File: src/vio_pkg.sv
// shared video/io definitions; the address map assumes a 16-bit Z80-style bus and a 32x32 tile map
package vio_pkg;

	// board variant
	typedef enum logic [1:0] {
		HW_STANDARD = 2'd0,
		HW_ALT      = 2'd1
	} hw_type_t;

	// cpu address map
	localparam logic [15:0] ADR_FGV_BASE = 16'hC000;
	localparam logic [15:0] ADR_BGV_BASE = 16'hC800;
	localparam logic [15:0] ADR_PAL_BASE = 16'hD800;
	localparam logic [15:0] ADR_IO_BASE  = 16'hA000;
	localparam logic [15:0] ADR_STD_SCRX = 16'hA002;
	localparam logic [15:0] ADR_STD_SCRY = 16'hA003;
	localparam logic [15:0] ADR_ALT_SCRX = 16'hE000;
	localparam logic [15:0] ADR_ALT_SCRY = 16'hE001;

	// offsets inside the port block
	localparam logic [2:0] IO_DSW1 = 3'd0;
	localparam logic [2:0] IO_DSW2 = 3'd1;
	localparam logic [2:0] IO_CTR1 = 3'd2;
	localparam logic [2:0] IO_CTR2 = 3'd3;
	localparam logic [2:0] IO_STAT = 3'd4;

	// screen geometry
	localparam int MAP_TILES   = 32;
	localparam int TILE_PX     = 8;
	localparam int TILE_BITS   = $clog2(TILE_PX);
	localparam int PAL_ENTRIES = 32;
	localparam int VBLANK_LINE = 224;

	// tile map entry, code 0 is a transparent fg tile
	typedef struct packed {
		logic [3:0] unused;
		logic [3:0] colour;
		logic [7:0] code;
	} map_word_t;

	typedef struct packed {
		logic [4:0] row;
		logic [4:0] col;
	} map_addr_t;

	// layer 0 is fg, 1 is bg
	typedef struct packed {
		logic       layer;
		logic [3:0] colour;
	} pal_index_t;

endpackage

File: src/vio_addr_decode.sv
// combinational chip selects; scroll selects are write-only and move with the board variant
`timescale 1ns/1ps

module vio_addr_decode
	import vio_pkg::*;
#(
	parameter hw_type_t HW_TYPE = HW_STANDARD
) (
	input  logic [15:0] cp_adr,
	input  logic        cp_sel,
	input  logic        cp_wrt,
	output logic        cs_fgv,
	output logic        cs_bgv,
	output logic        cs_pal,
	output logic        cs_io,
	output logic        cs_scrx,
	output logic        cs_scry
);

	localparam logic [15:0] SCRX_ADR = (HW_TYPE == HW_ALT) ? ADR_ALT_SCRX : ADR_STD_SCRX;
	localparam logic [15:0] SCRY_ADR = (HW_TYPE == HW_ALT) ? ADR_ALT_SCRY : ADR_STD_SCRY;

	logic scr_wrt;
	logic hit_fgv;
	logic hit_bgv;
	logic hit_pal;
	logic hit_io;

	// 2 KB map windows, byte lane in bit 10
	assign hit_fgv = (cp_adr[15:11] == ADR_FGV_BASE[15:11]);
	assign hit_bgv = (cp_adr[15:11] == ADR_BGV_BASE[15:11]);

	// 32 palette bytes
	assign hit_pal = (cp_adr[15:5] == ADR_PAL_BASE[15:5]);

	// 8-byte port block, upper offsets read back as 0xff
	assign hit_io = (cp_adr[15:3] == ADR_IO_BASE[15:3]);

	// standard scroll sits on the ctr1/ctr2 addresses, only a write hits it
	assign scr_wrt = (HW_TYPE == HW_ALT) ? 1'b1 : cp_wrt;

	assign cs_fgv  = cp_sel && hit_fgv;
	assign cs_bgv  = cp_sel && hit_bgv;
	assign cs_pal  = cp_sel && hit_pal;
	assign cs_io   = cp_sel && hit_io;
	assign cs_scrx = cp_sel && scr_wrt && (cp_adr == SCRX_ADR);
	assign cs_scry = cp_sel && scr_wrt && (cp_adr == SCRY_ADR);

endmodule

File: config.mk
export PLATFORM = sky130hd
export DESIGN_NAME = vio_addr_decode
export DESIGN_NICKNAME = d
export VERILOG_FILES = /design/src/vio_pkg.sv /design/src/vio_addr_decode.sv
export SDC_FILE = /design/constraint.sdc
export NUM_CORES = 1
export LEC_CHECK = 0
export BUFFER_PORTS_ARGS = -buffer_cell sky130_fd_sc_hd__buf_2
export CAP_MARGIN = 20
export CORE_AREA = 2 2 39 41
export DETAILED_ROUTE_END_ITERATION = 10
export DIE_AREA = 0 0 41 43
export PLACE_DENSITY_LB_ADDON = 0.25
export RECOVER_POWER = 25
export SLEW_MARGIN = 40
export SYNTH_ARGS = -nofsm -noshare
export SYNTH_HDL_FRONTEND = slang
export SYNTH_SLANG_ARGS = --single-unit
File: constraint.sdc
create_clock -name vclk -period 0.8
set_input_delay 0 -clock vclk [all_inputs]
set_output_delay 0 -clock vclk [all_outputs]
set_load 0.02 [all_outputs]
* Word-level counts from Yosys, hierarchy flattened *
Index checks and enable logic that the tools add are counted.
W data, S select, Z words.

operators by class
  $mul = 0
  bitwise gates (word level) = 0
  shift-type cells = 0
  muxes and demuxes = 0
  divide/modulo/power cells = 0
  reduce and logical (&&, ||, !) cells = 7
  add/sub/neg operators = 0
  eq/ne operators = 6
  $lt $le $gt $ge = 0

operators by type and width
  kind                    number
  $eq A16 B16 Y1 const B  2
  $eq A13 B13 Y1 const B  1
  $eq A11 B11 Y1 const B  1
  $eq A5 B5 Y1 const B    2
  $logic_and A1 B1 Y1     7

storage, ports and cells
  bits in latches = 0
  output and inout bits = 6
  memories = 0
  register bits after elaboration = 0
  ROM bits = 0
  memory bits (writable) = 0

* Longest topological paths before layout *
  word-level depth = 2
  gate-level depth with buffers = 3
  depth with buffers taken out = 3

* Least setup slack after synthesis *
No wires, ideal clock.

  path kind = input -> output
  from = in cp_adr[3]
  to = out cs_scrx
  path slack = -0.150 ns
  required time = 0.800 ns
  data arrival time = 0.950 ns
  buffers on the path = 0
  stages on the path = 3
  cells stage by stage = nor4b_1 nand4_1 nor3_1

between the ends
  longest elaborated chain between the ends = 2

RTL lines
  what                 line                   RTL
  start: declaration   vio_addr_decode.sv:9   input logic [15:0] cp_adr,
  $eq A16 B16 Y1       vio_addr_decode.sv:46  assign cs_scrx = cp_sel && scr_wrt && (cp_adr == SCRX_ADR);
  $logic_and A1 B1 Y1  vio_addr_decode.sv:46
  end: declaration     vio_addr_decode.sv:16  output logic cs_scrx,

No other way between the ends.

* Worst setup path in the final report *
  from = in cp_adr[7]
  to = out cs_scry

between the ends
  longest elaborated chain between the ends = 2

RTL lines
  what                 line                   RTL
  $eq A16 B16 Y1       vio_addr_decode.sv:47  assign cs_scry = cp_sel && scr_wrt && (cp_adr == SCRY_ADR);
  $logic_and A1 B1 Y1  vio_addr_decode.sv:47
  end: declaration     vio_addr_decode.sv:17  output logic cs_scry

No other way between the ends.

==> run_results.csv <==
group,metric,value,unit
run_status,status,"complete, but fails checks",
run_status,failed_checks,"negative setup slack",
floorplan,die_area,1760,um^2
place,place_inst,56,
route,drt_iter0_markers,2,
timing,whs,257,ps
timing,finalCriticalPeriod,967,ps
timing,finalSetupViolations,4,
global_routing,grt_pass1_wl,862,um
final_layout,drive_above_1_share,80.5,%
worst_setup_path,crit_chain,"buf_6 > nor4_4 > nand4_1 > nor3_2 > buf_4",
final_layout,antennaDiodeCount,0,
global_routing,gr-usage-all-layers,6.69,%
floorplan,start_util,7.78,%
route,drc,0,
final_layout,synthToLayoutAreaGrowth,233,%
place,hpwl,571,um
route,ant_nets,0,
global_routing,grt_pass1_vias,193,
min_path,holdPathStages,3,
place,gp_congestion,0.619,
logic_synthesis,netlist_top_cells_area,"nor4bb_1, nor4_2, and4_2, nor3_1, and3b_1",
route,avgRoutedWirePerCell,11.6,um
timing,fin_tns_setup,-356,ps
timing,grt_setup_unrepaired,"yes",
worst_setup_path,critPathLaunchType,"input pin",
final_layout,clkbuf_count,0,
timing,maxSlewViolCount,0,
run,drv_cap,0,
floorplan,die_width,41,um
min_path,min_from,"cp_adr[11]",
logic_synthesis,syn_area,108,um^2
floorplan,coreArea,1380,um^2
worst_setup_path,critPathCaptureType,"output pin",
final_layout,nFlopsAndLatches,0,
global_routing,grt.overflow.total,0,
logic_synthesis,ys_seq_area_share,0,%
final_layout,layout.nets,61,
logic_synthesis,syn_nets,33,
final_layout,regArea,0,um^2
worst_setup_path,crit_path_max_fanout,3,
logic_synthesis,netlist_top_cells_count,"inv_1, nor3_1, nor4bb_1",
floorplan,die_h,43,um
min_path,hold_path_end,"cs_fgv",
logic_synthesis,netlist.area_leader.share,18.6,%
power_and_ir_drop,leakagePower,0.000175,uW
worst_setup_path,required,800,ps
global_routing,antenna_found_initial,0,
place,io_buffer_count,24,
worst_setup_path,critical_path.startpoint,"cp_adr[7]",
timing,fmax,1030,MHz
logic_synthesis,synth_cells,15,
logic_synthesis,avgSynthCellArea,7.17,um^2
logic_synthesis,ys_warn_count,0,
worst_setup_path,arrival,970,ps
worst_setup_path,slowest_delay,270,ps
min_path,hold_class,"input pin to output pin",
route,routed_wl,664,um
route,vias_per_cell,3.89,
floorplan,num_rows,14,
worst_setup_path,critPathSlowestCell,"nor4_4",
global_routing,grt_max_degree,4,
timing,timing.final.crit_share,121,%
worst_setup_path,worstSetupPathType,"input pin to output pin",
timing,hold_viol_final,0,
power_and_ir_drop,power,109,uW
timing,finalWorstSetupSlack,-167,ps
power_and_ir_drop,ir_worst_vdd,0.116,mV
route,num_vias,222,
route,first_pass_iters,2,
floorplan,ioPinCount,24,
logic_synthesis,yosys.cell_types.count,12,
clock_network,hold_buffers,0,
logic_synthesis,synth_top_area_cell,"nor4bb_1",
final_layout,nFillCells,152,
final_layout,finalNonFillerCells,57,
timing,tightest_slew,215,ps
power_and_ir_drop,p_per_area,303,nW/um^2
place,preCtsSetupSlack,-213,ps
timing,slew_headroom,85.5,%
final_layout,multi_input_area,138,um^2
power breakdown:
group          total (uW)  switching, uW  internal, uW  leakage, uW
combinational         109           39.7          68.8     0.000175
clock                   0              0             0            0
sequential              0              0             0            0
layer usage:
layer | vias to the layer above | GRT usage (%) | part of all wire [%]
met5 | - | 0 | 0
met4 | 0 | 0 | 0
met3 | 0 | 1.57 | 21
met2 | 24 | 7.81 | 32
met1 | 86 | 12.3 | 47
li1 | 112 | - | -
area by class of cell:
type                            instances  share of cell area, %
Timing Repair Buffer                   26                   53.8
Multi-Input combinational cell         13                   38.5
Tap cell                               16                   5.59
Inverter                                2                   2.10
placed cells by master (no fill, tap or decap), types with 2 or more instances in the layout:
cell / instances
buf_2: 12
buf_6: 8
buf_4: 5
nor3_2: 2
inv_1: 2
worst max-delay path, delay by kind of cell:
family | cells | cell delay, ps
buf+inv | 2 | 270
simple gates | 3 | 700
worst max path at each step:
stage,cells after the start,endpoint,slack (ps)
floorplan,3,cs_scrx,-20
global route,5,cs_scry,-210
detailed placement,5,cs_scry,-210
finish,5,cs_scry,-170
global placement,5,cs_scrx,-250
CTS,5,cs_scry,-170
what timing repair did:
action / CTS / global route
setup endpoints to repair: 4 / 5
resized for setup: 13 / 4
pin swaps: 5 / 5
setup buffers: 0 / 1
kinds of logic after synthesis:
| group | synth area share (%) |
|---|---|
| buffers and inverters | 6.98 |
| AND/OR/NAND/NOR | 93.0 |
stage by stage:
step / instance area [um^2] / utilization, %
floorplan: 124 / -
global placement: 272 / 19.6
detailed placement: 272 / 19.6
CTS: 335 / 24.2
global route: 358 / 25.9
finish: 358 / 25.9
No activity file was read; power rests on OpenSTA's default activity.
