**config.mk**
```make
export PLATFORM = sky130hd
export DESIGN_NAME = vio_tile_render
export DESIGN_NICKNAME = d
export VERILOG_FILES = /design/src/vio_pkg.sv /design/src/vio_tile_render.sv
export SDC_FILE = /design/constraint.sdc
export NUM_CORES = 1
export LEC_CHECK = 0
export BUFFER_PORTS_ARGS = -buffer_cell sky130_fd_sc_hd__buf_4
export CAP_MARGIN = 20
export CORE_ASPECT_RATIO = 0.75
export CORE_MARGIN = 3
export CORE_UTILIZATION = 27
export CTS_BUF_LIST = sky130_fd_sc_hd__clkbuf_16
export DETAILED_ROUTE_END_ITERATION = 8
export PLACE_DENSITY_LB_ADDON = 0.12
export SLEW_MARGIN = 0
export SYNTH_ARGS = -nofsm -noshare
export SYNTH_HDL_FRONTEND = slang
export SYNTH_SLANG_ARGS = --single-unit
export TNS_END_PERCENT = 1
```
**constraint.sdc**
```tcl
create_clock -name MCLK -period 2.78 [get_ports MCLK]
set_input_delay 0 -clock MCLK [delete_from_list [all_inputs] [get_ports MCLK]]
set_output_delay 0 -clock MCLK [all_outputs]
set_load 0.01 [all_outputs]
```
**src/vio_pkg.sv**
```systemverilog
// shared video/io definitions; the address map assumes a 16-bit Z80-style bus and a 32x32 tile map
package vio_pkg;

	// board variant
	typedef enum logic [1:0] {
		HW_STANDARD = 2'd0,
		HW_ALT      = 2'd1
	} hw_type_t;

	// cpu address map
	localparam logic [15:0] ADR_FGV_BASE = 16'hC000;
	localparam logic [15:0] ADR_BGV_BASE = 16'hC800;
	localparam logic [15:0] ADR_PAL_BASE = 16'hD800;
	localparam logic [15:0] ADR_IO_BASE  = 16'hA000;
	localparam logic [15:0] ADR_STD_SCRX = 16'hA002;
	localparam logic [15:0] ADR_STD_SCRY = 16'hA003;
	localparam logic [15:0] ADR_ALT_SCRX = 16'hE000;
	localparam logic [15:0] ADR_ALT_SCRY = 16'hE001;

	// offsets inside the port block
	localparam logic [2:0] IO_DSW1 = 3'd0;
	localparam logic [2:0] IO_DSW2 = 3'd1;
	localparam logic [2:0] IO_CTR1 = 3'd2;
	localparam logic [2:0] IO_CTR2 = 3'd3;
	localparam logic [2:0] IO_STAT = 3'd4;

	// screen geometry
	localparam int MAP_TILES   = 32;
	localparam int TILE_PX     = 8;
	localparam int TILE_BITS   = $clog2(TILE_PX);
	localparam int PAL_ENTRIES = 32;
	localparam int VBLANK_LINE = 224;

	// tile map entry, code 0 is a transparent fg tile
	typedef struct packed {
		logic [3:0] unused;
		logic [3:0] colour;
		logic [7:0] code;
	} map_word_t;

	typedef struct packed {
		logic [4:0] row;
		logic [4:0] col;
	} map_addr_t;

	// layer 0 is fg, 1 is bg
	typedef struct packed {
		logic       layer;
		logic [3:0] colour;
	} pal_index_t;

endpackage

```
**src/vio_tile_render.sv**
```systemverilog
// fixed 3-cycle pixel pipeline, no stall; map and palette rams must have one cycle read latency
`timescale 1ns/1ps

module vio_tile_render
	import vio_pkg::*;
(
	input  logic       MCLK,
	input  logic       RESET,
	input  logic       pclk_en,
	input  logic [8:0] ph,
	input  logic [8:0] pv,
	input  logic [7:0] scroll_x,
	input  logic [7:0] scroll_y,
	output map_addr_t  fg_adr,
	output map_addr_t  bg_adr,
	input  map_word_t  fg_word,
	input  map_word_t  bg_word,
	output pal_index_t pal_adr,
	input  logic [7:0] pal_colour,
	output logic [7:0] pout,
	output logic       pout_valid
);

	logic [7:0] bg_x;
	logic [7:0] bg_y;
	logic       adr_valid;
	logic       word_valid;
	logic       colour_valid;

	// scrolled bg position, wraps at 256
	assign bg_x = ph[7:0] + scroll_x;
	assign bg_y = pv[7:0] + scroll_y;

	// stage 1: map addresses
	always_ff @(posedge MCLK) begin
		if (pclk_en) begin
			fg_adr.row <= pv[7:TILE_BITS];
			fg_adr.col <= ph[7:TILE_BITS];
			bg_adr.row <= bg_y[7:TILE_BITS];
			bg_adr.col <= bg_x[7:TILE_BITS];
		end
	end

	// stage 2: map words arrive, pick the layer
	always_comb begin
		if (fg_word.code != 8'h00) begin
			pal_adr.layer  = 1'b0;
			pal_adr.colour = fg_word.colour;
		end else begin
			pal_adr.layer  = 1'b1;
			pal_adr.colour = bg_word.colour;
		end
	end

	// stage 3: palette colour arrives, register it out
	always_ff @(posedge MCLK) begin
		if (RESET) begin
			pout <= 8'h00;
		end else if (colour_valid) begin
			pout <= pal_colour;
		end
	end

	// validity follows the data through the rams
	always_ff @(posedge MCLK) begin
		if (RESET) begin
			adr_valid    <= 1'b0;
			word_valid   <= 1'b0;
			colour_valid <= 1'b0;
			pout_valid   <= 1'b0;
		end else begin
			adr_valid    <= pclk_en;
			word_valid   <= adr_valid;
			colour_valid <= word_valid;
			pout_valid   <= colour_valid;
		end
	end

endmodule

```
# Yosys cells after proc, flatten, opt, wreduce, memory -nomap -nowiden
# Index checks and enable logic that the tools add are counted.
[op_classes]
addsub = 2
n_reduce_logical = 1
mux = 1
[ops]
columns = ["operator", "count"]
rows = [
  ["$add A8 B8 Y8", 2],
  ["$reduce_bool A8 Y1", 1],
  ["$mux W5", 1],
]
[word_totals]
wordCells = 13
register_bits = 32
out_inout_bits = 34
inputBits = 77

# Depth between registers and ports, before layout
[depth]
ltp_word = 2
ltp_mapped = 5
mapped_depth_nobuf = 5

# Least setup slack after synthesis
# Ideal clock, no wire load.
[synth_timing]
path_kind = "input port to flip-flop"
startpoint = "input pv[1]"
endpoint = "register bg_adr[8] (netlist bit) (data pin)"
setup_ps = 258
path_stages = 5
slack_ps = 1631
t_required_ps = 2522
arrival_ps = 892
path_cell_list = "ha_1 -> a31oi_1 -> o221ai_1 -> a21oi_1 -> xnor2_1"
[synth_via]
elab_chain_cells = 1
[synth_lines]
columns = ["element", "line", "text"]
rows = [
  ["start: declaration", "vio_tile_render.sv:11", "input logic [8:0] pv,"],
  ["$add A8 B8 Y8", "vio_tile_render.sv:32", "assign bg_y = pv[7:0] + scroll_y;"],
  ["named net bg_y[6]", "vio_tile_render.sv:25", "logic [7:0] bg_y;"],
  ["end: declaration", "vio_tile_render.sv:15", "output map_addr_t bg_adr,"],
]
# The timed path passes the listed nets, and every way through them passes these cells.
# A chain may end at the register's enable or synchronous reset.

# Worst setup path in the final report
[layout_timing]
startpoint = "input pv[3]"
endpoint = "register bg_adr[8] (netlist bit) (data pin)"
# Same word-level chain as after synthesis.

==> results_dict.tcl <==
set metrics [dict create \
    ys_seq_elements 32 \
    crit_required_ns 2.80 \
    min_period_ns 1.79 \
    wl_microns 3980 \
    num_rows 22 \
    path_cells "dlygate4sd3_1 > buf_4 > ha_1 > nand3_1 > o221ai_1 > a21oi_1 > xnor2_1" \
    dieHeight_microns 70.0 \
    holdCritPathClass "in2reg" \
    top_layer "met4" \
    post-dp-hpwl_microns 2960 \
    cts_tree "done" \
    status "complete, no violations" \
    endpoint_kind "flop" \
    ir_drop_mv 0.192 \
    clkSinkCount 32 \
    gp_congestion 0.756 \
    ys_types 20 \
    num-nets-final 331 \
    synth_area_sq_mm 0.00148 \
    stdcell_area_sq_mm 0.00263 \
    powerDensity_mw_per_mm2 515 \
    met3_length_microns 293 \
    layout_commonest_cell "buf_4" \
    power.leakage_nw 1.20 \
    vias 1344 \
    synthCells 120 \
    drv_cap 0 \
    fmax_mhz 560 \
    wl_met1_microns 1630 \
    startpoint "pv[3]" \
    syn-num-nets 209 \
    hold_viol 0 \
    cpPeakStageDelay_ns 0.53 \
    clockRootBuffer "clkbuf_16" \
    rsz0062_at_grt "false" \
    ant_nets 0 \
    cts_resized 0 \
    setup_viol 0 \
    ys_warn_count 0 \
    ff_latch_area_sq_um 841 \
    clk_latency_ns 0.27 \
    nFillCells 463 \
    finalWorstSetupSlack_ns 0.993 \
    clock_skew_ns 0.000832 \
    synth_area_per_cell_sq_um 12.3 \
    grt_remaining_overflow 0 \
    tns_ns 0 \
    cts_buffer_depth 2 \
    wl_met2_microns 1990 \
    startpoint_type "input port" \
    drv_slew 0 \
    antenna_cells 0 \
    grt_pass1_vias 1435 \
    antenna_found_initial 0 \
    arrival_ns 1.81 \
    fin_crit_sh_pct 64.3 \
    worstHoldStart "scroll_x[7]" \
    most-common-layout-cells "buf_4 (92), dlygate4sd3_1 (25), edfxtp_1 (20)" \
    cts_made_buffers 5 \
    dpl_worst_slack_ns 1.28 \
    cts.clk_slew.worst_paths_ns 0.05 \
    synth-seq-area-share_pct 57.0 \
    grt_max_degree 22 \
    crit_type "in2reg" \
    wl_per_cell_microns 12.6 \
    htreeDepth 2 \
    critical-path-top-delay-family "buffers and inverters" \
    ios 111 \
    port_buffers 92 \
    die_x_microns 91.4 \
    start_util_pct 29.0 \
    die_area_sq_mm 0.00640 \
    cp_num_buf_inv 2 \
    area_delta_synth_final_pct 78.5 \
    place_area_sq_mm 0.00225 \
    grt_util_all_layers_pct 12.6 \
    r2r-start "colour_valid" \
    grt_pass1_wl_microns 6330 \
    drive_above_1_share_pct 41.6 \
    drcViolationCount 0 \
    core_sq_mm 0.00509 \
    slew_headroom_pct 68.9 \
    drt_iter0_drc 23 \
    slowest_stage "dlygate4sd3_1" \
    viasPerCell 4.27 \
    worst_pin_slew_ns 0.466 \
    crit_fanout 5 \
    first_pass_iters 4 \
    multi_input_area_sq_um 599 \
]
[Yosys cell counts]
library cell	number	area (sq um)
o221ai_1	2	17.5
mux2_2	4	45.0
dfxtp_1	12	240
o21bai_1	2	15.0
ha_1	12	150
xor2_1	6	52.6
xnor2_1	6	52.6
nor2_1	10	37.5
nand3_1	2	10.0
inv_1	7	26.3
a21oi_1	12	60.1
nand2_1	5	18.8
nor2b_1	4	25.0
mux2i_1	8	80.1
nor4_1	2	12.5
clkbuf_1	1	3.75
buf_2	1	5.00
o21ai_0	2	10.0
a31oi_1	2	12.5
edfxtp_1	20	601
[through the flow]
stage	instances	hold slack (ns)	util, %	total power (W)
after floorplan	120	0.0716	-	0.000689
after global placement	282	0.190	44.1	0.000835
after detailed placement	282	0.194	44.1	0.000845
after CTS	315	0.120	51.7	0.00138
after global routing	315	0.141	51.7	0.00142
final	315	0.125	51.7	0.00136
[flip-flops by register name, summed over array words and instances, names as in the netlist]
signal        count
pout_valid        1
word_valid        1
adr_valid         1
fg_adr           10
colour_valid      1
bg_adr           10
pout              8
[area by class of cell]
class,count,share of cell area [%]
Inverter,7,0.998
Tap cell,72,3.42
Sequential cell,32,31.9
Clock inverter,3,0.428
Timing Repair Buffer,117,35.7
Multi-Input combinational cell,79,22.8
Clock buffer,5,4.75
[worst reg2reg max path: cells and delay by family (launching register included)]
family,cells,cell delay (ns)
flops,1,0.60
buf+inv,1,0.54
mux,1,0.26
simple gates,1,0.06
[cells by family after synthesis]
| group | Yosys count | share of synthesized area [%] |
|---|---|---|
| compound gates | 20 | 7.80 |
| xor+xnor | 12 | 7.12 |
| fa+ha+maj | 12 | 10.2 |
| buf+inv | 9 | 2.37 |
| flops | 32 | 57.0 |
| mux | 12 | 8.48 |
| simple gates | 23 | 7.04 |
[report_power, final]
group          total [W]  internal (W)  switching (W)
sequential      0.000571      0.000557      0.0000142
clock           0.000500      0.000321       0.000179
combinational   0.000286      0.000168       0.000118
[worst paths after layout]
check	to	slack (ns)	depth (start not counted)
worst min register to register	colour_valid	0.45	1
worst max register to register	pout[3]	1.21	3
worst max-delay path	bg_adr[8]	0.99	7
worst min-delay path	bg_adr[4]	0.13	3
[repair_timing]
action	in CTS	in global routing
hold buffers	25	0
setup buffers	0	0
endpoints found under the hold margin	21	0
[layer usage]
metal  up-vias  global-route usage, %
li1        673                      -
met1       602                   13.7
met2        64                   22.6
met3         5                   3.23
met4         0                   6.52
met5         -                      0
No activity file was read; power rests on OpenSTA's default activity.
