<file path="config.mk">
export PLATFORM = sky130hd
export DESIGN_NAME = vio_io_ports
export DESIGN_NICKNAME = d
export VERILOG_FILES = /design/src/vio_pkg.sv /design/src/vio_io_ports.sv
export SDC_FILE = /design/constraint.sdc
export NUM_CORES = 1
export LEC_CHECK = 0
export ABC_CLOCK_PERIOD_IN_PS = 1200
export BUFFER_PORTS_ARGS = -buffer_cell sky130_fd_sc_hd__buf_2
export CORE_MARGIN = 2
export CORE_UTILIZATION = 35
export CTS_BUF_LIST = sky130_fd_sc_hd__clkbuf_4
export DETAILED_ROUTE_END_ITERATION = 7
export GPL_TIMING_DRIVEN = 0
export HOLD_SLACK_MARGIN = 0.1
export PLACE_DENSITY = 0.76
export SLEW_MARGIN = 20
export SYNTH_ARGS = -nofsm -noshare
export SYNTH_HDL_FRONTEND = slang
export SYNTH_SLANG_ARGS = --single-unit
</file>
<file path="constraint.sdc">
create_clock -name MCLK -period 1.2 [get_ports MCLK]
set_input_delay 0.24 -clock MCLK [delete_from_list [all_inputs] [get_ports MCLK]]
set_output_delay 0.24 -clock MCLK [all_outputs]
set_load 0.02 [all_outputs]
</file>
<file path="src/vio_pkg.sv">
// shared video/io definitions; the address map assumes a 16-bit Z80-style bus and a 32x32 tile map
package vio_pkg;

	// board variant
	typedef enum logic [1:0] {
		HW_STANDARD = 2'd0,
		HW_ALT      = 2'd1
	} hw_type_t;

	// cpu address map
	localparam logic [15:0] ADR_FGV_BASE = 16'hC000;
	localparam logic [15:0] ADR_BGV_BASE = 16'hC800;
	localparam logic [15:0] ADR_PAL_BASE = 16'hD800;
	localparam logic [15:0] ADR_IO_BASE  = 16'hA000;
	localparam logic [15:0] ADR_STD_SCRX = 16'hA002;
	localparam logic [15:0] ADR_STD_SCRY = 16'hA003;
	localparam logic [15:0] ADR_ALT_SCRX = 16'hE000;
	localparam logic [15:0] ADR_ALT_SCRY = 16'hE001;

	// offsets inside the port block
	localparam logic [2:0] IO_DSW1 = 3'd0;
	localparam logic [2:0] IO_DSW2 = 3'd1;
	localparam logic [2:0] IO_CTR1 = 3'd2;
	localparam logic [2:0] IO_CTR2 = 3'd3;
	localparam logic [2:0] IO_STAT = 3'd4;

	// screen geometry
	localparam int MAP_TILES   = 32;
	localparam int TILE_PX     = 8;
	localparam int TILE_BITS   = $clog2(TILE_PX);
	localparam int PAL_ENTRIES = 32;
	localparam int VBLANK_LINE = 224;

	// tile map entry, code 0 is a transparent fg tile
	typedef struct packed {
		logic [3:0] unused;
		logic [3:0] colour;
		logic [7:0] code;
	} map_word_t;

	typedef struct packed {
		logic [4:0] row;
		logic [4:0] col;
	} map_addr_t;

	// layer 0 is fg, 1 is bg
	typedef struct packed {
		logic       layer;
		logic [3:0] colour;
	} pal_index_t;

endpackage

</file>
<file path="src/vio_io_ports.sv">
// scroll registers and input ports; reads are combinational, the top registers them
`timescale 1ns/1ps

module vio_io_ports
	import vio_pkg::*;
#(
	parameter hw_type_t HW_TYPE = HW_STANDARD
) (
	input  logic       MCLK,
	input  logic       RESET,
	input  logic       cs_io,
	input  logic       cs_scrx,
	input  logic       cs_scry,
	input  logic       cp_wrt,
	input  logic [2:0] cp_adr_lo,
	input  logic [7:0] cp_odt,
	input  logic [7:0] dsw1,
	input  logic [7:0] dsw2,
	input  logic [7:0] ctr1,
	input  logic [7:0] ctr2,
	input  logic [8:0] pv,
	output logic [7:0] io_dout,
	output logic       vblk,
	output logic [7:0] scroll_x,
	output logic [7:0] scroll_y
);

	logic ld_x;
	logic ld_y;

	assign ld_x = cs_scrx && cp_wrt;
	assign ld_y = cs_scry && cp_wrt;

	always_ff @(posedge MCLK) begin
		if (RESET) begin
			scroll_x <= 8'h00;
			scroll_y <= 8'h00;
		end else begin
			if (ld_x) begin
				scroll_x <= cp_odt;
			end
			if (ld_y) begin
				scroll_y <= cp_odt;
			end
		end
	end

	assign vblk = (pv >= 9'(VBLANK_LINE));

	always_comb begin
		io_dout = 8'hFF;
		if (cs_io) begin
			case (cp_adr_lo)
				IO_DSW1: io_dout = dsw1;
				IO_DSW2: io_dout = dsw2;
				IO_CTR1: io_dout = ctr1;
				IO_CTR2: io_dout = ctr2;
				IO_STAT: io_dout = {7'b0000000, vblk};
				default: io_dout = 8'hFF;
			endcase
		end
	end

endmodule

</file>
# After elaboration in Yosys (flattened, before gate mapping)
# Index checks and enable logic that the tools add are counted.
[op_classes]
n_lt_le_gt_ge = 1
div = 0
n_eq_ne = 4
n_reduce_logical = 3
add_sub_neg = 0
n_shift = 0
muxes = 2
n_bitwise = 0
mul = 0
[op_table]
columns = ["op", "n"]
rows = [
  ["one-hot mux 8 bit (5 select lines)", 1],
  ["greater-or-equal comparator 9 x 8 -> 1 bit, second input constant", 1],
  ["two-way mux 8 bit", 1],
  ["== test 3 x 2 -> 1 bit, second input constant", 2],
  ["== test 3 x 1 -> 1 bit, second input constant", 1],
  ["== test 3 bit, second input constant", 1],
  ["zero test 3 bit", 1],
  ["logical AND 1 bit", 2],
]
[word_totals]
ff_bits = 16
latch_bits = 0
input_bits = 58
romBits = 0
mem_bits_rw = 0
n_memories = 0

# Logic depth before layout (Yosys ltp)
# Gate-level depths: netlist of the first run.
[logic_depth]
ltp_word = 3
mapped_depth = 5
mapped_depth_nobuf = 3

# Worst setup path after synthesis of the first run
# Ideal clock, no wire load.
[synth_path]
kind = "input-to-output"
startpoint = "input cp_adr_lo[1]"
endpoint = "output io_dout[4]"
cell_stages = 4
slack_ns = -0.121
required_time_ns = 0.960
arrival_time_ns = 1.081
cell_sequence = "buf_6 -> buf_4 -> o21a_1 -> o221ai_1"
[synth_between]
elab_chain_cells = 3
word_cells_on_any_way = 7
[synth_rtl]
columns = ["element", "line", "text"]
rows = [
  ["from (decl)", "vio_io_ports.sv:15", "input logic [2:0] cp_adr_lo,"],
  ["== test 3 bit (tied with other cells)", "vio_io_ports.sv:53", "case (cp_adr_lo)"],
  ["one-hot mux 8 bit (5 select lines) *", "vio_io_ports.sv:53", ""],
  ["two-way mux 8 bit *", "vio_io_ports.sv:52", "if (cs_io) begin"],
  ["to (decl)", "vio_io_ports.sv:22", "output logic [7:0] io_dout,"],
]
# Mark *: on every way between the ends. The rest lies on a longest branch, timed or not.

# Final worst setup path of the first run
[layout_path]
startpoint = "input cp_adr_lo[1]"
endpoint = "output io_dout[0]"
# Same word-level chain as after synthesis.

==> results of run 1 <==
cells by family after synthesis:
| family | after synthesis | share of synthesized area (%) |
|---|---|---|
| compound gates | 42 | 26.4 |
| buf+inv | 13 | 8.42 |
| flops | 16 | 32.7 |
| mux | 5 | 5.10 |
| simple gates | 55 | 27.4 |
final cells by class:
| class | instances | area [sq um] |
|---|---|---|
| Fill cell | 254 | 966 |
| Multi-Input combinational cell | 102 | 741 |
| Timing Repair Buffer | 79 | 503 |
| Sequential cell | 16 | 320 |
| Buffer | 11 | 108 |
| Tap cell | 31 | 38.8 |
| Clock buffer | 3 | 22.5 |
| Inverter | 2 | 7.51 |
| Clock inverter | 1 | 3.75 |
synth_stat cells, types with 2 or more instances:
master    instances
mux2i_1           5
nand2_1          21
o21ai_0           3
nand3_1          21
a32oi_1           2
a21oi_1          25
buf_6             3
dfxtp_1          16
buf_2             6
o21ai_1           2
nand2b_1          6
o311a_1           3
critical path, delay by kind of cell:
kind | cells | cell delay [ns]
AO/OA/AOI/OAI | 2 | 0.29
AND/OR/NAND/NOR | 1 | 0.27
buffers and inverters | 2 | 0.25
through the flow:
step | util [%] | worst slack (ns) | total power, W
after floorplan | - | -0.0143 | 0.000837
after global placement | 53.6 | -0.188 | 0.000991
after detailed placement | 53.6 | -0.240 | 0.000994
after CTS | 63.5 | -0.0866 | 0.00138
after global routing | 64.4 | -0.125 | 0.00146
final | 64.4 | -0.0956 | 0.00139
worst min path at each step:
| stage | to |
|---|---|
| floorplan | scroll_x[0]$_SDFFE_PP0P_ |
| CTS | scroll_y[7]$_SDFFE_PP0P_ |
| global placement | scroll_y[6]$_SDFFE_PP0P_ |
| detailed placement | scroll_y[6]$_SDFFE_PP0P_ |
| global route | scroll_y[6]$_SDFFE_PP0P_ |
| finish | scroll_y[6]$_SDFFE_PP0P_ |
metal layers:
metal	up-vias	wire, um
li1	638	-
met1	592	1350
met2	46	1810
met3	8	223
met4	0	54
met5	-	0
power groups by stage:
stage / registers, W / logic [W] / clock network (W)
floorplan: 0.000609 / 0.000228 / 0
global placement: 0.000578 / 0.000413 / 0
detailed placement: 0.000579 / 0.000415 / 0
CTS: 0.000567 / 0.000516 / 0.000295
global route: 0.000570 / 0.000571 / 0.000315
finish: 0.000566 / 0.000532 / 0.000294
placed cells by master (no fill, tap or decap), drive strengths merged, types with 2 or more instances in the layout:
cell type | netlist | final
o311a | 3 | 3
a32oi | 2 | 2
nand2b | 6 | 6
nor2 | 2 | 2
a21oi | 25 | 25
nand3 | 21 | 21
o21ai | 5 | 5
clkbuf | 1 | 4
dfxtp | 16 | 16
mux2i | 5 | 5
inv | 2 | 2
buf | 10 | 89
nand2 | 21 | 21
state kept, by name, indices dropped and copies added (netlist names):
register / cells
scroll_y: 8
scroll_x: 8
what timing repair did:
item	CTS	global route
pin swaps	4	1
setup buffers	5	0
gates cloned	3	0
endpoints found under the setup margin	8	8
gates resized for setup	40	6
==> flow_summary.json, run 1 <==
{
  "outcome": "finished, violations left",
  "violations": "negative setup slack",
  "path_cells": "buf_12, or2_4, o22ai_4, o2111ai_4, buf_6",
  "grt_pass1_wl_um": 5620,
  "whs_ns": 0.208,
  "clkTransAtPathRegs_ns": 0.10,
  "insertion_delay_ns": 0.29,
  "r2r_end": "scroll_x[0]$_SDFFE_PP0P_",
  "diodes": 0,
  "gr-usage-met1_pct": 25.0,
  "worst-slew-pin-transition_ns": 0.293,
  "fmax_mhz": 772,
  "via_per_inst": 5.24,
  "overflow": 0,
  "use_met3_pct": 2.95,
  "cts_made_buffers": 3,
  "initial_core_util_pct": 36.2,
  "rsz0062_at_grt": "true",
  "grtUsageTotal_pct": 21.7,
  "p_leak_nw": 0.792,
  "synthFlopType": "dfxtp_1",
  "drive_gt1_share_pct": 55.6,
  "crit_slowest_cell": "or2_4",
  "hold_start": "cp_odt[6]",
  "drt-initial-drc-count": 47,
  "die_h_um": 56.9,
  "dpl_cell_area_sq_um": 1450,
  "maxSlewHeadroom_pct": 80.5,
  "grt_start_max_net_pins": 11,
  "synth_edf_count": 0,
  "synth.area.top_cells": "dfxtp_1, a21oi_1, nand3_1, nand2_1, mux2i_1",
  "busiest_layer": "met2",
  "power_density_nw_per_um2": 799,
  "cts_hold_buf": 0,
  "tns_ns": -0.527,
  "synth_top_cell_area_share_pct": 32.7,
  "num_vias": 1284,
  "areaGrowthSynthToFinish_pct": 77.8,
  "async_flop_share_pct": 0,
  "p_int_w": 0.000942,
  "critPathKind": "in -> out",
  "cp-end-kind": "primary output",
  "fin_nets": 273,
  "crit_required_ns": 0.96,
  "core-area_sq_um": 2710,
  "cap_violations": 0,
  "vdd_drop_max_mv": 0.741,
  "arrival_ns": 1.06,
  "final.setup_skew_ns": 0,
  "clock_sink_count": 16,
  "clockRootBuffer": "clkbuf_4",
  "synth.distinct_cells": 30,
  "fin_cells": 245,
  "max_stage_delay_ns": 0.27,
  "port_buffers": 71,
  "r2r_start": "scroll_x[0]$_SDFFE_PP0P_",
  "cp-start-kind": "primary input",
  "finalCriticalPeriod_ns": 1.30,
  "dp_cells": 233,
  "worst_slack_ns": -0.0956,
  "hpwl_um": 2360,
  "grtUsageMet2_pct": 40.6,
  "setup_viol_count_final": 8,
  "cp_max_fo": 5,
  "syn_inst": 131,
  "avgSynthCellArea_sq_um": 7.49,
  "reg2reg_slack_ns": 0.60,
  "hold_class": "in -> reg",
  "io_pins": 83,
  "drc": 0,
  "comb_power_share_pct": 38.2,
  "hold_path_depth": 3,
  "grt_pass1_vias": 1246,
  "yosysTopAreaCell": "dfxtp_1",
  "gp_congestion": 0.816,
  "synth_area_sq_um": 981,
  "firstDrtPassIters": 4,
  "period_share_pct": 108,
  "row_count": 19,
  "die_w_um": 56.9,
  "drv_slew": 0,
  "antenna_found_initial": 0,
  "cp-startpoint": "cp_adr_lo[1]",
  "p_sw_w": 0.000451,
  "synth.net_count": 189,
  "drtAntennaViolNets": 0,
  "ys_ff_latch": 16,
  "seqPwrFrac_pct": 40.7,
  "ys_seq_area_share_pct": 32.7,
  "tritoncts": "done",
  "dieArea_sq_um": 3240,
  "clock_path_buffers": 2,
  "wire_per_inst_um": 14.0,
  "drt-total-wl_um": 3440,
  "clkPwrFrac_pct": 21.1,
  "r2r_cells": 2,
  "hold_violations": 0,
  "yosysWarnings": 0,
  "swShare_pct": 32.4,
  "cp-endpoint": "io_dout[0]",
  "design_area_sq_um": 1740,
  "htree_levels": 1
}
Power figures use the tool's default switching activity.
==> run 2: changes to the inputs <==
--- a/config.mk
+++ b/config.mk
@@ -5,9 +5,10 @@
 export SDC_FILE = /design/constraint.sdc
 export NUM_CORES = 1
 export LEC_CHECK = 0
+export ABC_AREA = 1
 export ABC_CLOCK_PERIOD_IN_PS = 1200
 export BUFFER_PORTS_ARGS = -buffer_cell sky130_fd_sc_hd__buf_2
-export CORE_MARGIN = 2
+export CAP_MARGIN = 25
 export CORE_UTILIZATION = 35
 export CTS_BUF_LIST = sky130_fd_sc_hd__clkbuf_4
 export DETAILED_ROUTE_END_ITERATION = 7
==> run 2 against run 1 <==
Power decreased by 4.9%; register-to-register slack hardly changed; critical path depth increased by 1; clock power about the same; the flow still finishes with violations (negative setup slack); sequential cell count stayed put; clock skew unchanged; largest cell class unchanged; synthesized cell count up 26%; worst setup slack improved by 0.051 ns.
==> flow_summary.json, run 2 <==
{
  "outcome": "finished, violations left",
  "violations": "negative setup slack",
  "via_per_inst": 4.74,
  "r2r_start": "scroll_x[4]$_SDFFE_PP0P_",
  "clkPwrFrac_pct": 22.0,
  "synth.net_count": 223,
  "hold_violations": 0,
  "reg.largest.list": "scroll_x: 8 flops, scroll_y: 8 flops",
  "comb_power_share_pct": 35.3,
  "hold_class": "in -> reg",
  "p_leak_nw": 0.896,
  "yosysMostFrequentCell": "nand2_1",
  "clockRootBuffer": "clkbuf_4",
  "avgSynthCellArea_sq_um": 6.09,
  "ff_latch_area_sq_um": 320,
  "grtUsageTotal_pct": 19.9,
  "rsz0062_at_grt": "true",
  "cp-start-kind": "primary input",
  "drt-total-wl_um": 3150,
  "insertion_delay_ns": 0.28,
  "final_util_pct": 61.5,
  "setup_viol_count_final": 8,
  "vdd_drop_max_mv": 1.00,
  "drv_slew": 0,
  "port_buffers": 74,
  "busiest_layer": "met2",
  "areaGrowthSynthToFinish_pct": 67.4,
  "path_cells": "buf_12, o21ai_4, nand2_4, nor2_2, nand3_2, buf_6",
  "core-area_sq_um": 2730,
  "clock_path_buffers": 2,
  "r2r_cells": 2,
  "overflow": 0,
  "io_pins": 83,
  "period_share_pct": 104,
  "cp_max_fo": 7,
  "grtUsageMet2_pct": 34.8,
  "async_flop_share_pct": 0,
  "maxSlewHeadroom_pct": 79.3,
  "most-common-layout-cells": "buf_2, nand2_1, inv_1, nor2_1",
  "worst-slew-pin-transition_ns": 0.309,
  "ys_ff_latch": 16,
  "design_area_sq_um": 1680,
  "tritoncts": "done",
  "gp_congestion": 0.837,
  "final_common_cell": "buf_2",
  "fin_nets": 306,
  "num_vias": 1317,
  "cap_violations": 0,
  "final.setup_skew_ns": 0,
  "clkTransAtPathRegs_ns": 0.09,
  "drtAntennaViolNets": 0,
  "crit_slowest_cell": "o21ai_4",
  "cts_hold_buf": 0,
  "ys_seq_area_share_pct": 31.9,
  "cp-endpoint": "io_dout[1]",
  "synthTopCellsByCount": "nand2_1, nor2_1, inv_1",
  "htree_levels": 1,
  "synth_area_sq_um": 1000,
  "arrival_ns": 1.00,
  "pre_cts_ws_ns": -0.114,
  "max_stage_delay_ns": 0.18,
  "drt-initial-drc-count": 54,
  "synth_top_cell_area_share_pct": 31.9,
  "multi_input_area_sq_um": 641,
  "crit_required_ns": 0.96,
  "cp-startpoint": "cp_adr_lo[1]",
  "r2r_end": "scroll_x[4]$_SDFFE_PP0P_",
  "finalCriticalPeriod_ns": 1.24,
  "use_met3_pct": 5.12,
  "wire_per_inst_um": 11.3,
  "dpl_cell_area_sq_um": 1410,
  "antenna_found_initial": 0,
  "fmax_mhz": 804,
  "row_count": 19,
  "die_w_um": 55.6,
  "nFillCells": 256,
  "die_h_um": 55.6,
  "grt_start_max_net_pins": 11,
  "yosysTopAreaCell": "dfxtp_1",
  "diodes": 0,
  "synth_edf_count": 0,
  "cp-end-kind": "primary output",
  "syn_inst": 165,
  "drc": 0,
  "seqPwrFrac_pct": 42.8,
  "drive_gt1_share_pct": 46.2,
  "power_density_nw_per_um2": 788,
  "swShare_pct": 32.6,
  "synth.distinct_cells": 18,
  "cts_made_buffers": 3,
  "p_int_w": 0.000893,
  "grt_pass1_vias": 1193,
  "yosysWarnings": 0,
  "gr-usage-met1_pct": 22.2,
  "reg2reg_slack_ns": 0.59,
  "synthFlopType": "dfxtp_1",
  "p_sw_w": 0.000432,
  "hpwl_um": 2190,
  "finalPower_w": 0.00132,
  "worst_slack_ns": -0.0442,
  "dieArea_sq_um": 3090,
  "firstDrtPassIters": 4,
  "critPathKind": "in -> out",
  "initial_core_util_pct": 36.8,
  "clock_sink_count": 16,
  "whs_ns": 0.201,
  "synth.area.top_cells": "dfxtp_1, nand2_1, nor2_1, inv_1, a21oi_1",
  "grt_pass1_wl_um": 4960
}
-- run 2: cell types whose count changed after synthesis, moves of 5 or more --
cell / delta
nand2_1: +24
inv_1: +24
nand2b_1: -6
nand4_1: +6
a21oi_1: -8
nand3_1: -11
buf_2: -5
nor2_1: +31
mux2i_1: -5
-- run 2: worst min-delay path by stage --
stage | to | startpoint | cells past startpoint | slack (ns)
6_report | scroll_y[0]$_SDFFE_PP0P_ | cp_odt[0] | 3 | 0.20
5_1_grt | scroll_y[0]$_SDFFE_PP0P_ | cp_odt[0] | 3 | 0.19
4_1_cts | scroll_y[0]$_SDFFE_PP0P_ | cp_odt[0] | 3 | 0.20
3_5_place_dp | scroll_y[5]$_SDFFE_PP0P_ | scroll_y[5]$_SDFFE_PP0P_ | 2 | 0.45
3_3_place_gp | scroll_x[0]$_SDFFE_PP0P_ | scroll_x[0]$_SDFFE_PP0P_ | 2 | 0.45
2_1_floorplan | scroll_x[0]$_SDFFE_PP0P_ | cp_odt[0] | 2 | 0.38
-- run 2: through the flow --
stage | TNS, ns | std cells
floorplan | 0 | 165
global placement | -0.748 | 270
detailed placement | -0.811 | 270
CTS | -0.163 | 277
global route | -0.725 | 278
finish | -0.293 | 278
-- run 2: metal layers --
metal  vias up  routed length [um]
li1        677                   -
met1       578                1250
met2        54                1610
met3         8                 198
met4         0                  87
met5         -                   0
-- run 2: power groups by stage --
stage	logic, W	registers (W)	clock network [W]
after global placement	0.000364	0.000578	0
final	0.000468	0.000566	0.000291
after CTS	0.000448	0.000567	0.000293
after floorplan	0.000177	0.000609	0
after detailed placement	0.000367	0.000578	0
after global routing	0.000506	0.000570	0.000329
-- run 2: repair_timing --
action	CTS	global route
buffers inserted	1	0
pin swaps	25	8
gates cloned	2	1
gates resized for setup	41	8
setup endpoints to repair	8	8
-- run 2: kinds of logic after synthesis --
logic type	Yosys count	share of synthesized area (%)
buf+inv	30	12.7
compound gates	18	9.34
flops	16	31.9
simple gates	101	46.1
-- run 2: layout make-up --
| class | count | share of cell area, % |
|---|---|---|
| clock inverters | 1 | 0.223 |
| clock buffers | 3 | 1.34 |
| repair inverters | 1 | 0.372 |
| plain buffers | 4 | 2.90 |
| inverters | 26 | 6.25 |
| repair buffers | 77 | 29.5 |
| flip-flops and latches | 16 | 19.0 |
| multi-input cells | 119 | 38.1 |
| well taps | 31 | 2.31 |
-- run 2: worst max-delay path, delay by kind of cell --
family                 cells  cell delay (ns)
AOI/OAI and AO/OA          1             0.18
and+or+nand+nor            3             0.32
buffers and inverters      2             0.26
==> run 3: changes to the inputs <==
--- a/config.mk
+++ b/config.mk
@@ -6,15 +6,15 @@
 export NUM_CORES = 1
 export LEC_CHECK = 0
 export ABC_AREA = 1
-export ABC_CLOCK_PERIOD_IN_PS = 1200
+export ABC_CLOCK_PERIOD_IN_PS = 1500
 export BUFFER_PORTS_ARGS = -buffer_cell sky130_fd_sc_hd__buf_2
 export CAP_MARGIN = 25
-export CORE_UTILIZATION = 35
+export CORE_UTILIZATION = 43
 export CTS_BUF_LIST = sky130_fd_sc_hd__clkbuf_4
 export DETAILED_ROUTE_END_ITERATION = 7
 export GPL_TIMING_DRIVEN = 0
 export HOLD_SLACK_MARGIN = 0.1
-export PLACE_DENSITY = 0.76
+export PLACE_DENSITY = 0.9
 export SLEW_MARGIN = 20
 export SYNTH_ARGS = -nofsm -noshare
 export SYNTH_HDL_FRONTEND = slang
==> constraint.sdc (replaced) <==
create_clock -name MCLK -period 1.5 [get_ports MCLK]
set_input_delay 0.3 -clock MCLK [delete_from_list [all_inputs] [get_ports MCLK]]
set_output_delay 0.3 -clock MCLK [all_outputs]
set_load 0.02 [all_outputs]
==> run 3 against run 2 <==
The run now ends clean; register-to-register slack better by 0.26 ns; count of clock-buffer cells in the layout unchanged; worst setup slack improved by 0.12 ns; hold slack improved by 0.069 ns; critical path type unchanged; largest power group unchanged.
==> flow_summary.json, run 3 (synthesis results as in run 2) <==
{
  "vdd_drop_max_mv": 0.847,
  "grt_pass1_vias": 1099,
  "diodes": 0,
  "worst_slack_ns": 0.0710,
  "seqPwrFrac_pct": 46.8,
  "grt_pass1_wl_um": 4300,
  "htree_levels": 1,
  "drive_gt1_share_pct": 37.0,
  "drc": 0,
  "finalCriticalPeriod_ns": 1.43,
  "clkPwrFrac_pct": 22.9,
  "areaGrowthSynthToFinish_pct": 43.7,
  "cts_made_buffers": 3,
  "p_int_w": 0.000659,
  "row_count": 17,
  "hold_start": "cp_odt[3]",
  "firstDrtPassIters": 4,
  "setup_viol_count_final": 0,
  "whs_ns": 0.270,
  "drt-initial-drc-count": 17,
  "hold_class": "in -> reg",
  "core-area_sq_um": 2210,
  "dp_cells": 267,
  "fmax_mhz": 700,
  "cp-start-kind": "primary input",
  "outcome": "completed",
  "cp_max_fo": 10,
  "pre_cts_ws_ns": 0.0471,
  "drv_slew": 0,
  "most-common-layout-cells": "buf_2, nand2_1, nor2_1, inv_1, a21oi_1",
  "swShare_pct": 32.0,
  "arrival_ns": 1.13,
  "wire_per_inst_um": 9.89,
  "finalPower_w": 0.000968,
  "die_w_um": 50.3,
  "hpwl_um": 2210,
  "fin_cells": 271,
  "num_vias": 1262,
  "drt-total-wl_um": 2680,
  "r2r_start": "scroll_x[2]$_SDFFE_PP0P_",
  "maxSlewHeadroom_pct": 79.6,
  "cap_violations": 0,
  "period_share_pct": 95.3,
  "cts_hold_buf": 0,
  "hold_violations": 0,
  "critPathKind": "in -> out",
  "power_density_nw_per_um2": 671,
  "clkTransAtPathRegs_ns": 0.09,
  "io_pins": 83,
  "final.setup_skew_ns": 0,
  "tritoncts": "done",
  "crit_required_ns": 1.20,
  "grtUsageTotal_pct": 21.2,
  "clock_sink_count": 16,
  "gp_congestion": 0.817,
  "clock_path_buffers": 2,
  "final_common_cell": "buf_2",
  "drtAntennaViolNets": 0,
  "p_sw_w": 0.000310,
  "reg2reg_slack_ns": 0.85,
  "dieArea_sq_um": 2530,
  "antenna_found_initial": 0,
  "port_buffers": 74,
  "hold_path_depth": 3,
  "post_cts_buffers": 0,
  "hold_end": "scroll_y[3]$_SDFFE_PP0P_",
  "r2r_end": "scroll_x[2]$_SDFFE_PP0P_",
  "fin_nets": 302,
  "r2r_cells": 2,
  "worst-slew-pin-transition_ns": 0.304,
  "die_h_um": 50.3,
  "reg.largest.list": "scroll_x: 8 flops, scroll_y: 8 flops",
  "insertion_delay_ns": 0.27,
  "via_per_inst": 4.66,
  "comb_power_share_pct": 30.3,
  "cts_resized": 0,
  "p_leak_nw": 0.800,
  "overflow": 0,
  "clockRootBuffer": "clkbuf_4",
  "grt_start_max_net_pins": 11,
  "rsz0062_at_grt": "false",
  "cp-end-kind": "primary output",
  "initial_core_util_pct": 45.4,
  "tns_ns": 0
}
[run 3: layout make-up]
cell class / count / area, sq um
Buffer: 4 / 27.5
Timing Repair Buffer: 74 / 370
Tap cell: 28 / 35.0
Sequential cell: 16 / 320
Clock inverter: 1 / 3.75
Inverter: 26 / 100
Multi-Input combinational cell: 119 / 564
Fill cell: 234 / 768
Clock buffer: 3 / 22.5
[run 3: worst max-delay path by stage]
stage                 startpoint  cells after the start  slack [ns]          to
floorplan           cp_adr_lo[0]                      5        0.21  io_dout[1]
global placement    cp_adr_lo[2]                      7        0.08  io_dout[4]
finish              cp_adr_lo[2]                      7        0.07  io_dout[2]
global route        cp_adr_lo[2]                      7       0.006  io_dout[6]
detailed placement  cp_adr_lo[2]                      7        0.05  io_dout[2]
CTS                 cp_adr_lo[2]                      7        0.05  io_dout[2]
[run 3: metrics by stage]
step | utilization (%) | cell area [sq um]
after global routing | 65.3 | 1440
after global placement | 63.7 | 1410
after detailed placement | 63.7 | 1410
final | 65.3 | 1440
after floorplan | - | 1000
after CTS | 64.9 | 1440
[run 3: power by group through the flow]
stage | logic (W) | clock network, W | registers (W)
2_1_floorplan | 0.000142 | 0 | 0.000487
3_3_place_gp | 0.000288 | 0 | 0.000462
3_5_place_dp | 0.000293 | 0 | 0.000463
4_1_cts | 0.000294 | 0.000228 | 0.000453
5_1_grt | 0.000324 | 0.000247 | 0.000456
6_report | 0.000294 | 0.000222 | 0.000453
[run 3: critical path, stage by stage]
cell and delay, ns:
buf_2 0.15, inv_4 0.14, nand3_4 0.13, nor2_1 0.11, nor2_1 0.05, nand3_1 0.08, buf_2 0.17
[run 3: layer usage]
metal / GRT usage [%] / routed length, um / up-vias
li1: - / - / 671
met5: 0 / 0 / -
met1: 23.1 / 1070 / 538
met2: 41.1 / 1340 / 51
met4: 4.17 / 12 / 0
met3: 4.85 / 256 / 2
